--- src/common/fpu_pkg.sv ---
package fpu_pkg;

	localparam int EXP_W    = 8;
	localparam int MAN_W    = 23;
	localparam int SIG_W    = 24; // mantissa plus implicit one
	localparam int EXP_BIAS = 127;
	localparam int EXP_MAX  = 254; // largest finite exponent

	localparam int DIV_ITER = 25;
	localparam int CNT_W    = 5;

	localparam int PP_N   = 13; // radix-4 booth partial products
	localparam int LZC_W  = 5;
	localparam int XEXP_W = EXP_W + 2; // exponent with sign and carry room

	typedef struct packed {
		logic             sign;
		logic [EXP_W-1:0] exp;
		logic [MAN_W-1:0] man;
	} fp32_t;

	typedef struct packed {
		logic ovf;
		logic unf;
		logic dbz;
		logic zbz;
	} fp_flags_t;

	typedef struct packed {
		fp32_t     val;
		fp_flags_t flags;
	} fp_result_t;

	typedef enum logic [1:0] {
		OP_ADD = 2'd0,
		OP_SUB = 2'd1,
		OP_MUL = 2'd2,
		OP_DIV = 2'd3
	} op_e;

	typedef enum logic [1:0] {
		ST_IDLE   = 2'd0,
		ST_DIVIDE = 2'd1,
		ST_FINISH = 2'd2
	} ctrl_state_e;

	// saturates an out-of-range wide exponent to inf or signed zero
	function automatic fp_result_t pack_result(
		input logic                     sign,
		input logic signed [XEXP_W-1:0] exp,
		input logic [MAN_W-1:0]         man
	);
		fp_result_t res;
		res          = '0;
		res.val.sign = sign;
		if (exp > EXP_MAX) begin
			res.val.exp   = '1; // mantissa stays 0
			res.flags.ovf = 1'b1;
		end else if (exp < 1) begin
			res.flags.unf = 1'b1;
		end else begin
			res.val.exp = exp[EXP_W-1:0];
			res.val.man = man;
		end
		return res;
	endfunction

endpackage
--- src/hdl/fpu_top.sv ---
module fpu_top import fpu_pkg::*; (
	input  logic      clk,
	input  logic      i_arst_n,
	input  logic      i_start,
	input  op_e       i_op,
	input  fp32_t     i_a,
	input  fp32_t     i_b,
	output fp32_t     o_result,
	output fp_flags_t o_flags,
	output logic      o_done,
	output logic      o_busy
);

	logic       load;
	logic       step;
	logic       capture;
	logic       last;
	op_e        sel;
	fp_result_t addsub_res;
	fp_result_t mul_res;
	fp_result_t div_res;

	fpu_ctrl u_fpu_ctrl (
		.clk       (clk),
		.i_arst_n  (i_arst_n),
		.i_start   (i_start),
		.i_op      (i_op),
		.i_last    (last),
		.o_load    (load),
		.o_step    (step),
		.o_capture (capture),
		.o_sel     (sel),
		.o_busy    (o_busy)
	);

	iter_counter u_iter_counter (
		.clk      (clk),
		.i_arst_n (i_arst_n),
		.i_clear  (load),
		.i_en     (step),
		.o_last   (last)
	);

	fp_addsub u_fp_addsub (
		.i_a   (i_a),
		.i_b   (i_b),
		.i_op  (i_op),
		.o_res (addsub_res)
	);

	booth_mul u_booth_mul (
		.i_a   (i_a),
		.i_b   (i_b),
		.o_res (mul_res)
	);

	mant_div u_mant_div (
		.clk      (clk),
		.i_arst_n (i_arst_n),
		.i_load   (load),
		.i_step   (step),
		.i_a      (i_a),
		.i_b      (i_b),
		.o_res    (div_res)
	);

	result_sel u_result_sel (
		.clk       (clk),
		.i_arst_n  (i_arst_n),
		.i_capture (capture),
		.i_sel     (sel),
		.i_addsub  (addsub_res),
		.i_mul     (mul_res),
		.i_div     (div_res),
		.o_result  (o_result),
		.o_flags   (o_flags),
		.o_done    (o_done)
	);

endmodule

--- src/hdl/result_sel.sv ---
module result_sel import fpu_pkg::*; (
	input  logic       clk,
	input  logic       i_arst_n,
	input  logic       i_capture,
	input  op_e        i_sel,
	input  fp_result_t i_addsub,
	input  fp_result_t i_mul,
	input  fp_result_t i_div,
	output fp32_t      o_result,
	output fp_flags_t  o_flags,
	output logic       o_done
);

	fp_result_t chosen;

	always_comb begin
		case (i_sel)
			OP_ADD, OP_SUB: chosen = i_addsub;
			OP_MUL:         chosen = i_mul;
			default:        chosen = i_div;
		endcase
	end

	always_ff @(posedge clk or negedge i_arst_n) begin
		if (!i_arst_n) begin
			o_result <= '0;
			o_flags  <= '0;
			o_done   <= 1'b0;
		end else begin
			o_done <= i_capture; // one cycle after capture
			if (i_capture) begin
				o_result <= chosen.val;
				o_flags  <= chosen.flags;
			end
		end
	end

endmodule

--- src/div/mant_div.sv ---
module mant_div import fpu_pkg::*; (
	input  logic       clk,
	input  logic       i_arst_n,
	input  logic       i_load,
	input  logic       i_step,
	input  fp32_t      i_a,
	input  fp32_t      i_b,
	output fp_result_t o_res
);

	logic                     sign_q;
	logic [EXP_W-1:0]         exp_a_q;
	logic [EXP_W-1:0]         exp_b_q;
	logic                     a_zero_q;
	logic                     b_zero_q;
	logic [SIG_W:0]           quo_q;
	logic [SIG_W-1:0]         dvsr_q;
	logic [SIG_W:0]           rem_q;
	logic [SIG_W:0]           rem_sub;
	logic                     q_bit;
	logic signed [XEXP_W-1:0] exp_res;
	logic [MAN_W-1:0]         man_res;
	fp_result_t               norm_res;

	// one restoring step per cycle with the quotient msb first
	assign q_bit   = (rem_q >= {1'b0, dvsr_q});
	assign rem_sub = q_bit ? (rem_q - {1'b0, dvsr_q}) : rem_q;

	always_ff @(posedge clk or negedge i_arst_n) begin
		if (!i_arst_n) begin
			sign_q   <= 1'b0;
			exp_a_q  <= '0;
			exp_b_q  <= '0;
			a_zero_q <= 1'b0;
			b_zero_q <= 1'b0;
			quo_q    <= '0;
		end else if (i_load) begin
			sign_q   <= i_a.sign ^ i_b.sign;
			exp_a_q  <= i_a.exp;
			exp_b_q  <= i_b.exp;
			a_zero_q <= ({i_a.exp, i_a.man} == '0);
			b_zero_q <= ({i_b.exp, i_b.man} == '0);
			quo_q    <= '0;
		end else if (i_step) begin
			quo_q <= {quo_q[SIG_W-1:0], q_bit};
		end
	end

	always_ff @(posedge clk) begin
		if (i_load) begin
			dvsr_q <= {1'b1, i_b.man};
			rem_q  <= {2'b01, i_a.man}; // dividend is the first partial remainder
		end else if (i_step) begin
			rem_q <= {rem_sub[SIG_W-1:0], 1'b0};
		end
	end

	// quotient lies in (1/2, 2) scaled by 2^24
	assign man_res = quo_q[SIG_W] ? quo_q[SIG_W-1:1] : quo_q[MAN_W-1:0];
	assign exp_res = XEXP_W'(exp_a_q) - XEXP_W'(exp_b_q) + XEXP_W'(EXP_BIAS)
		- XEXP_W'(!quo_q[SIG_W]);
	assign norm_res = pack_result(sign_q, exp_res, man_res);

	always_comb begin
		o_res = norm_res;
		if (b_zero_q) begin
			o_res           = '0;
			o_res.flags.zbz = a_zero_q;  // 0/0
			o_res.flags.dbz = !a_zero_q;
		end
	end

endmodule

--- src/mul/booth_mul.sv ---
module booth_mul import fpu_pkg::*; (
	input  fp32_t      i_a,
	input  fp32_t      i_b,
	output fp_result_t o_res
);

	logic [2*SIG_W-1:0]       mcand;
	logic [2*SIG_W-1:0]       pp;
	logic [2*SIG_W-1:0]       prod;
	logic [SIG_W+2:0]         mr; // multiplier with two zero msbs and bit -1
	logic [2:0]               grp;
	logic                     hi;
	logic signed [XEXP_W-1:0] exp_res;
	logic [MAN_W-1:0]         man_res;

	always_comb begin
		mcand = {{SIG_W{1'b0}}, 1'b1, i_a.man};
		mr    = {2'b00, 1'b1, i_b.man, 1'b0};
		prod  = '0;
		for (int i = 0; i < PP_N; i++) begin
			grp = mr[2*i +: 3];
			case (grp)
				3'b001, 3'b010: pp = mcand;
				3'b011:         pp = mcand << 1;
				3'b100:         pp = -(mcand << 1);
				3'b101, 3'b110: pp = -mcand;
				default:        pp = '0; // 000 and 111
			endcase
			prod = prod + (pp << (2 * i));
		end
	end

	assign hi = prod[2*SIG_W-1]; // product in [2,4)

	assign man_res = hi ? prod[2*SIG_W-2 -: MAN_W] : prod[2*SIG_W-3 -: MAN_W];

	assign exp_res = XEXP_W'(i_a.exp) + XEXP_W'(i_b.exp) - XEXP_W'(EXP_BIAS) + XEXP_W'(hi);

	assign o_res = pack_result(i_a.sign ^ i_b.sign, exp_res, man_res);

endmodule

--- src/addsub/fp_addsub.sv ---
module fp_addsub import fpu_pkg::*; (
	input  fp32_t      i_a,
	input  fp32_t      i_b,
	input  op_e        i_op,
	output fp_result_t o_res
);

	fp32_t                    b_eff;
	fp32_t                    mj;
	fp32_t                    mn;
	logic                     a_major;
	logic                     same_sign;
	logic                     cancel;
	logic [EXP_W-1:0]         exp_diff;
	logic [SIG_W-1:0]         sig_mj;
	logic [SIG_W-1:0]         sig_mn;
	logic [SIG_W-1:0]         sig_al;
	logic [SIG_W:0]           sum;
	logic [SIG_W-1:0]         dif;
	logic [SIG_W-1:0]         norm;
	logic [LZC_W-1:0]         lzc;
	logic signed [XEXP_W-1:0] exp_res;
	logic [MAN_W-1:0]         man_res;

	always_comb begin
		b_eff      = i_b;
		b_eff.sign = i_b.sign ^ (i_op == OP_SUB);

		// magnitude order compares exponent first then mantissa
		a_major   = {i_a.exp, i_a.man} >= {b_eff.exp, b_eff.man};
		mj        = a_major ? i_a : b_eff;
		mn        = a_major ? b_eff : i_a;
		same_sign = (mj.sign == mn.sign);
		cancel    = !same_sign && ({mj.exp, mj.man} == {mn.exp, mn.man});

		exp_diff = mj.exp - mn.exp;
		sig_mj   = {1'b1, mj.man};
		sig_mn   = {1'b1, mn.man};
		sig_al   = (exp_diff >= SIG_W) ? '0 : (sig_mn >> exp_diff); // everything shifted out

		sum = {1'b0, sig_mj} + {1'b0, sig_al};
		dif = sig_mj - sig_al;

		// highest set bit wins
		lzc = '0;
		for (int i = 0; i < SIG_W; i++) begin
			if (dif[i])
				lzc = LZC_W'(SIG_W - 1 - i);
		end
		norm = dif << lzc;

		if (same_sign) begin
			man_res = sum[SIG_W] ? sum[SIG_W-1:1] : sum[MAN_W-1:0]; // carry out moves right
			exp_res = XEXP_W'(mj.exp) + XEXP_W'(sum[SIG_W]);
		end else begin
			man_res = norm[MAN_W-1:0];
			exp_res = XEXP_W'(mj.exp) - XEXP_W'(lzc);
		end

		// exact cancellation gives +0 without a flag
		if (cancel)
			o_res = '0;
		else
			o_res = pack_result(mj.sign, exp_res, man_res);
	end

endmodule

--- src/hdl/fpu_ctrl.sv ---
module fpu_ctrl import fpu_pkg::*; (
	input  logic clk,
	input  logic i_arst_n,
	input  logic i_start,
	input  op_e  i_op,
	input  logic i_last,
	output logic o_load,
	output logic o_step,
	output logic o_capture,
	output op_e  o_sel,
	output logic o_busy
);

	ctrl_state_e state_q;
	ctrl_state_e state_d;
	op_e         sel_q;
	logic        start_ok;

	assign start_ok = i_start && (state_q == ST_IDLE); // starts while busy are dropped

	assign o_load    = start_ok && (i_op == OP_DIV);
	assign o_step    = (state_q == ST_DIVIDE);
	assign o_capture = (start_ok && (i_op != OP_DIV)) || (state_q == ST_FINISH);
	assign o_sel     = (state_q == ST_IDLE) ? i_op : sel_q; // single-cycle ops pass straight
	assign o_busy    = (state_q != ST_IDLE);

	always_comb begin
		state_d = state_q;
		case (state_q)
			ST_IDLE:   if (o_load) state_d = ST_DIVIDE;
			ST_DIVIDE: if (o_step && i_last) state_d = ST_FINISH;
			ST_FINISH: state_d = ST_IDLE;
			default:   state_d = ST_IDLE;
		endcase
	end

	always_ff @(posedge clk or negedge i_arst_n) begin
		if (!i_arst_n) begin
			state_q <= ST_IDLE;
			sel_q   <= OP_ADD;
		end else begin
			state_q <= state_d;
			if (o_load)
				sel_q <= OP_DIV; // held for the capture in ST_FINISH
		end
	end

endmodule

--- src/hdl/iter_counter.sv ---
module iter_counter import fpu_pkg::*; (
	input  logic clk,
	input  logic i_arst_n,
	input  logic i_clear,
	input  logic i_en,
	output logic o_last
);

	logic [CNT_W-1:0] cnt_q;

	assign o_last = (cnt_q == CNT_W'(DIV_ITER - 1));

	always_ff @(posedge clk or negedge i_arst_n) begin
		if (!i_arst_n)
			cnt_q <= '0;
		else if (i_clear)
			cnt_q <= '0;
		else if (i_en && !o_last)
			cnt_q <= cnt_q + 1'b1; // parks on the last value
	end

endmodule

--- config.mk ---
export PLATFORM = sky130hd
export DESIGN_NAME = fpu_top
export DESIGN_NICKNAME = d
export VERILOG_FILES = /design/src/common/fpu_pkg.sv /design/src/hdl/fpu_top.sv /design/src/hdl/result_sel.sv /design/src/div/mant_div.sv /design/src/mul/booth_mul.sv /design/src/addsub/fp_addsub.sv /design/src/hdl/fpu_ctrl.sv /design/src/hdl/iter_counter.sv
export SDC_FILE = /design/constraint.sdc
export NUM_CORES = 2
export LEC_CHECK = 0
export BUFFER_PORTS_ARGS = -buffer_cell sky130_fd_sc_hd__buf_4
export CORE_UTILIZATION = 45
export DETAILED_ROUTE_END_ITERATION = 10
export SLEW_MARGIN = 10
export SYNTH_ARGS = -nofsm -noshare
export SYNTH_HDL_FRONTEND = slang
export SYNTH_HIERARCHICAL = 1
export SYNTH_SLANG_ARGS = --single-unit
--- constraint.sdc ---
create_clock -name clk -period 5.11 [get_ports clk]
set_input_delay 0.7665 -clock clk [delete_from_list [all_inputs] [get_ports clk]]
set_output_delay 0.7665 -clock clk [all_outputs]
set_load 0.1 [all_outputs]
---- Word-level counts from Yosys, hierarchy flattened ----
Cells that the tools add are included.
W data, S select, Z words.
operators by class
  eq/ne operators ......................... 77
  magnitude comparators ................... 9
  add/subtract/negate cells ............... 27
  shift operators ......................... 2
  bitwise gates (word level) .............. 2
  reduce and logical (&&, ||, !) cells .... 42
  mux-type cells .......................... 76
operator list
  operator              count
  $add A48 B48 Y48      12
  $mux W23              9
  $pmux W46 S4          1
  $pmux W44 S4          1
  $pmux W42 S4          1
  $pmux W40 S4          1
  $pmux W38 S4          1
  $pmux W36 S4          1
  $pmux W48 S3          1
  $pmux W34 S4          1
  $mux W5               26
  $pmux W32 S4          1
  $pmux W30 S4          1
  $pmux W28 S4          1
  $mux W31              3
  $eq A3 B3 Y1 const B  30
  $mux W36              2
  $pmux W36 S2          1
  $mux W32              2
  $logic_not A31 Y1     2
  $eq A3 B2 Y1 const B  20
  $pmux W26 S2          1
  $mux W25              2
  $mux W24              2
  41 further kinds      112
word-level totals
  bits of input ports ..................... 69
  output and inout bits ................... 38
  word-level logic and storage cells ...... 255
  register bits after elaboration ......... 137

---- Logic depth before layout (Yosys ltp) ----
  depth in word-level cells ............... 38
  gate-level depth with buffers ........... 60
  depth with buffers taken out ............ 52

---- Cells and area by module ----
The synthesis kept the hierarchy.
modules (own cells, without submodules)
  module        area an instance (um2)  seq. area each (um2)  instances  cells an instance
  booth_mul     22,120.0                0.0                   1          3,006
  fp_addsub     7,962.6                 0.0                   1          1,141
  mant_div      6,791.5                 2,522.4               1          673
  result_sel    2,227.1                 925.9                 1          201
  iter_counter  282.8                   125.1                 1          27
  fpu_ctrl      176.4                   75.1                  1          16

---- Worst setup path after synthesis ----
No wires, ideal clock.
  kind .................................... in2reg
  from .................................... in i_b[25] in the netlist's numbering
  to ...................................... reg, netlist name u_result_sel/o_result[21]
  arrival time ............................ 12,463 ps
  setup slack ............................. -7,440 ps
  cell stages on the path ................. 52
  required time ........................... 5,023 ps
  path buffers ............................ 10
  setup time .............................. 87 ps
  cell sequence ........................... inv_1 ha_1 buf_2 nand4_1 or2_1 nor4_2 o41ai_2 nand3_1 buf_1 clkbuf_1 buf_1 clkbuf_1 nor2_1 nor2_1 ha_1 inv_1 nand3_1 a22oi_1 [... 16 more ...] or4_1 or2_2 nor2b_2 inv_1 buf_2 ha_1 a21o_1 a211o_1 inv_1 a31o_2 mux2_2 and4_1 or4_1 clkbuf_1 buf_2 nor4_1 nand3b_1 o211ai_1
RTL lines
  element          RTL line      source
  start, declared  fpu_top.sv:7  input fp32_t i_b,

==> reports/results.txt <==
Outcome = complete, but fails checks
Violated checks = negative setup slack
Min Tclk post-route = 10.64 ns
RSZ-0062 raised after global routing = yes
Cell Area, Synth = 39600 sq um
Cells after Synth = 5064
Worst-path fanout max = 6
Launching point of the worst reg2reg path = u_mant_div/exp_a_q[0]
Largest net degree at the start of global routing = 71
Slew @ Worst Pin = 1.20 ns
I/O Buffers = 106
Final WL = 212 mm
Commonest cells after routing, fill and taps aside = buf_4 (1328), inv_1 (498), nand2_1 (435), nor2_1 (366), fa_1 (317)
Maximum clock rate = 94.0 MHz
Worst endpoint required time = 5.46 ns
Worst path max stage delay = 0.78 ns
Clock Latency Late Sink = 0.50 ns
Num CTS Buffers = 17
M1 WL = 77.3 mm
Crit path top cell by count = inv_2
First-pass GRT wire length = 304 mm
NumNets Final = 6743
Final worst slack = -5.53 ns
CP top delay family = adder cells
# fillers = 7915
# rows = 108
Total of warnings raised by yosys = 6
Placed wire-length estimate = 159 mm
Starting Density = 0.455
Die width = 299 microns
Core region area = 86900 sq um
Via Count = 45700
Vias in the first global route = 45000
Buf/Inv on CP = 13
Hold Crit Class = in2async
CP Capture Type = register
Register area = 3650 sq um
End of the worst register-to-register path = u_result_sel/o_result[9]
Final period util = 2.08
Share of post-route cells with drive strength above 1 = 0.315
Register-to-register setup slack = 0.17 ns
First-pass detailed-route iteration total = 6
EDFF count, synth = 46
Area of the multi-input gates = 34000 sq um
DRT iter0 DRCs = 5332
WL/cell = 29.1 microns
Synth Flop Type = dfrtp_1
Commonest non-fill, non-tap cell in the layout = buf_4
Crit path DAT = 10.99 ns
Antenna violations before repair = 13
Met3 WL post-DR = 20.7 mm
Worst Setup Start Kind = input port
Reg2Reg Depth = 20
Die area = 89100 sq um
CP max stage cell = fa_2
MaxCap Viol Count = 0
H-tree Lvls = 4
Final slew viol count = 0
Final ANT Viol Nets = 0
Syn-to-layout area delta = 34.4%
Ys async rst share = 0.650
RePlAce Congestion = 1.07
Hold-fix buffers at CTS = 0
Final setup viols = 33
Worst clock skew = 0.0148 ns
Relative max-transition margin = 0.188
Cell variety after synth = 130
Drc violations = 0
CTS tree = built
Clk sinks = 137
Worst hold slack = 0.327 ns
Die Y = 299 microns
Max Used Layer = met5
Average vias per placed instance = 6.27
Remaining global-route overflow = 0
CTS root buffer = clkbuf_16
Met2 wire len = 91.1 mm
Total GRT Usage = 0.466
CTS clk-pin slew, worst paths = 0.07 ns
Final Hold Viols = 0
Syn Area/Cell = 7.81 sq um
CTS Buffer Depth = 2
I/O Pins = 107
Seq cells post-synth = 137
Kind of critical path = in2reg
Sequential-to-total area share from yosys stat = 0.0922
[per-layer routing]
layer  vias up  global-route usage
met5         -                   0
met4         6               0.409
met3       890               0.120
met2      2696               0.711
met1     22000               0.544
li1      20100                   -
[state kept, by name, indices dropped and copies added, names as in the netlist]
register               flops
u_mant_div/b_zero_q        1
u_mant_div/dvsr_q         23
u_mant_div/rem_q          25
u_fpu_ctrl/state_q         2
u_mant_div/exp_a_q         8
u_result_sel/o_result     32
u_mant_div/exp_b_q         8
u_iter_counter/cnt_q       5
u_result_sel/o_done        1
u_mant_div/quo_q          25
u_mant_div/sign_q          1
u_fpu_ctrl/sel_q           1
u_result_sel/o_flags       4
u_mant_div/a_zero_q        1
[stage by stage]
stage	setup slack (ns)	util	TNS [ns]	instances	instance area, sq um
finish	-5.53	0.612	-174.14	7289	53200
global route	-5.70	0.612	-180.43	7284	53200
CTS	-5.06	0.599	-159.97	7243	52000
detailed placement	-6.48	0.580	-202.44	7167	50400
global placement	-6.40	0.580	-202.08	7167	50400
floorplan	-5.31	-	-166.86	5066	40300
[synth_stat cells, drive strengths merged (41+ instances only)]
master | instances | share of area
inv | 529 | 0.050
nand2 | 451 | 0.043
nor2 | 377 | 0.036
o21ai | 361 | 0.046
fa | 335 | 0.17
a21oi | 307 | 0.040
clkbuf | 278 | 0.027
mux2i | 254 | 0.064
ha | 229 | 0.072
xnor2 | 154 | 0.035
a221oi | 116 | 0.026
buf | 113 | 0.017
a22oi | 105 | 0.020
a21o | 92 | 0.018
dfrtp | 89 | 0.056
o211ai | 78 | 0.015
xor2 | 75 | 0.017
nand2b | 70 | 0.011
mux2 | 65 | 0.019
nor4 | 61 | 0.014
nor3 | 60 | 0.0082
nand3 | 57 | 0.0073
nor2b | 52 | 0.0083
nand4 | 49 | 0.0079
o22ai | 47 | 0.0074
edfxtp | 46 | 0.035
a221o | 45 | 0.011
a31oi | 41 | 0.0065
[worst max-delay path by stage]
| stage | cells past startpoint | endpoint | slack [ns] | from |
|---|---|---|---|---|
| 3_3_place_gp | 42 | u_result_sel/o_result[19] | -6.40 | i_a[0] |
| 6_report | 45 | u_result_sel/o_result[18] | -5.53 | i_a[0] |
| 4_1_cts | 44 | u_result_sel/o_result[9] | -5.06 | i_a[2] |
| 5_1_grt | 48 | u_result_sel/o_result[8] | -5.70 | i_a[2] |
| 2_1_floorplan | 53 | u_result_sel/o_result[22] | -5.31 | i_a[4] |
| 3_5_place_dp | 43 | u_result_sel/o_result[13] | -6.48 | i_a[0] |
[kinds of logic after synthesis]
| kind of cell | share of synthesized area |
|---|---|
| xor gates and xnor gates | 0.0535 |
| other | 0.000190 |
| DFF | 0.0922 |
| and+or+nand+nor | 0.171 |
| muxes | 0.0839 |
| buffers and inverters | 0.0953 |
| AOI/OAI and AO/OA | 0.261 |
| adders and majority gates | 0.242 |
[repair_timing]
action | 4_1_cts | 5_1_grt
gates cloned | 1 | 2
endpoints found under the setup margin | 33 | 33
pin swaps | 87 | 103
buffers inserted | 43 | 39
resized for setup | 162 | 174
[cell type report]
class / count / area share
multi-input cells: 3999 / 0.640
repair buffers: 1417 / 0.214
flip-flops and latches: 137 / 0.0686
inverters: 538 / 0.0384
well taps: 1155 / 0.0272
clock buffers: 17 / 0.00800
clock inverters: 15 / 0.00325
diodes: 11 / 0.000518
Power is not shown: default switching activity piles up to over one toggle a cycle in this logic, so the estimate is an artifact.
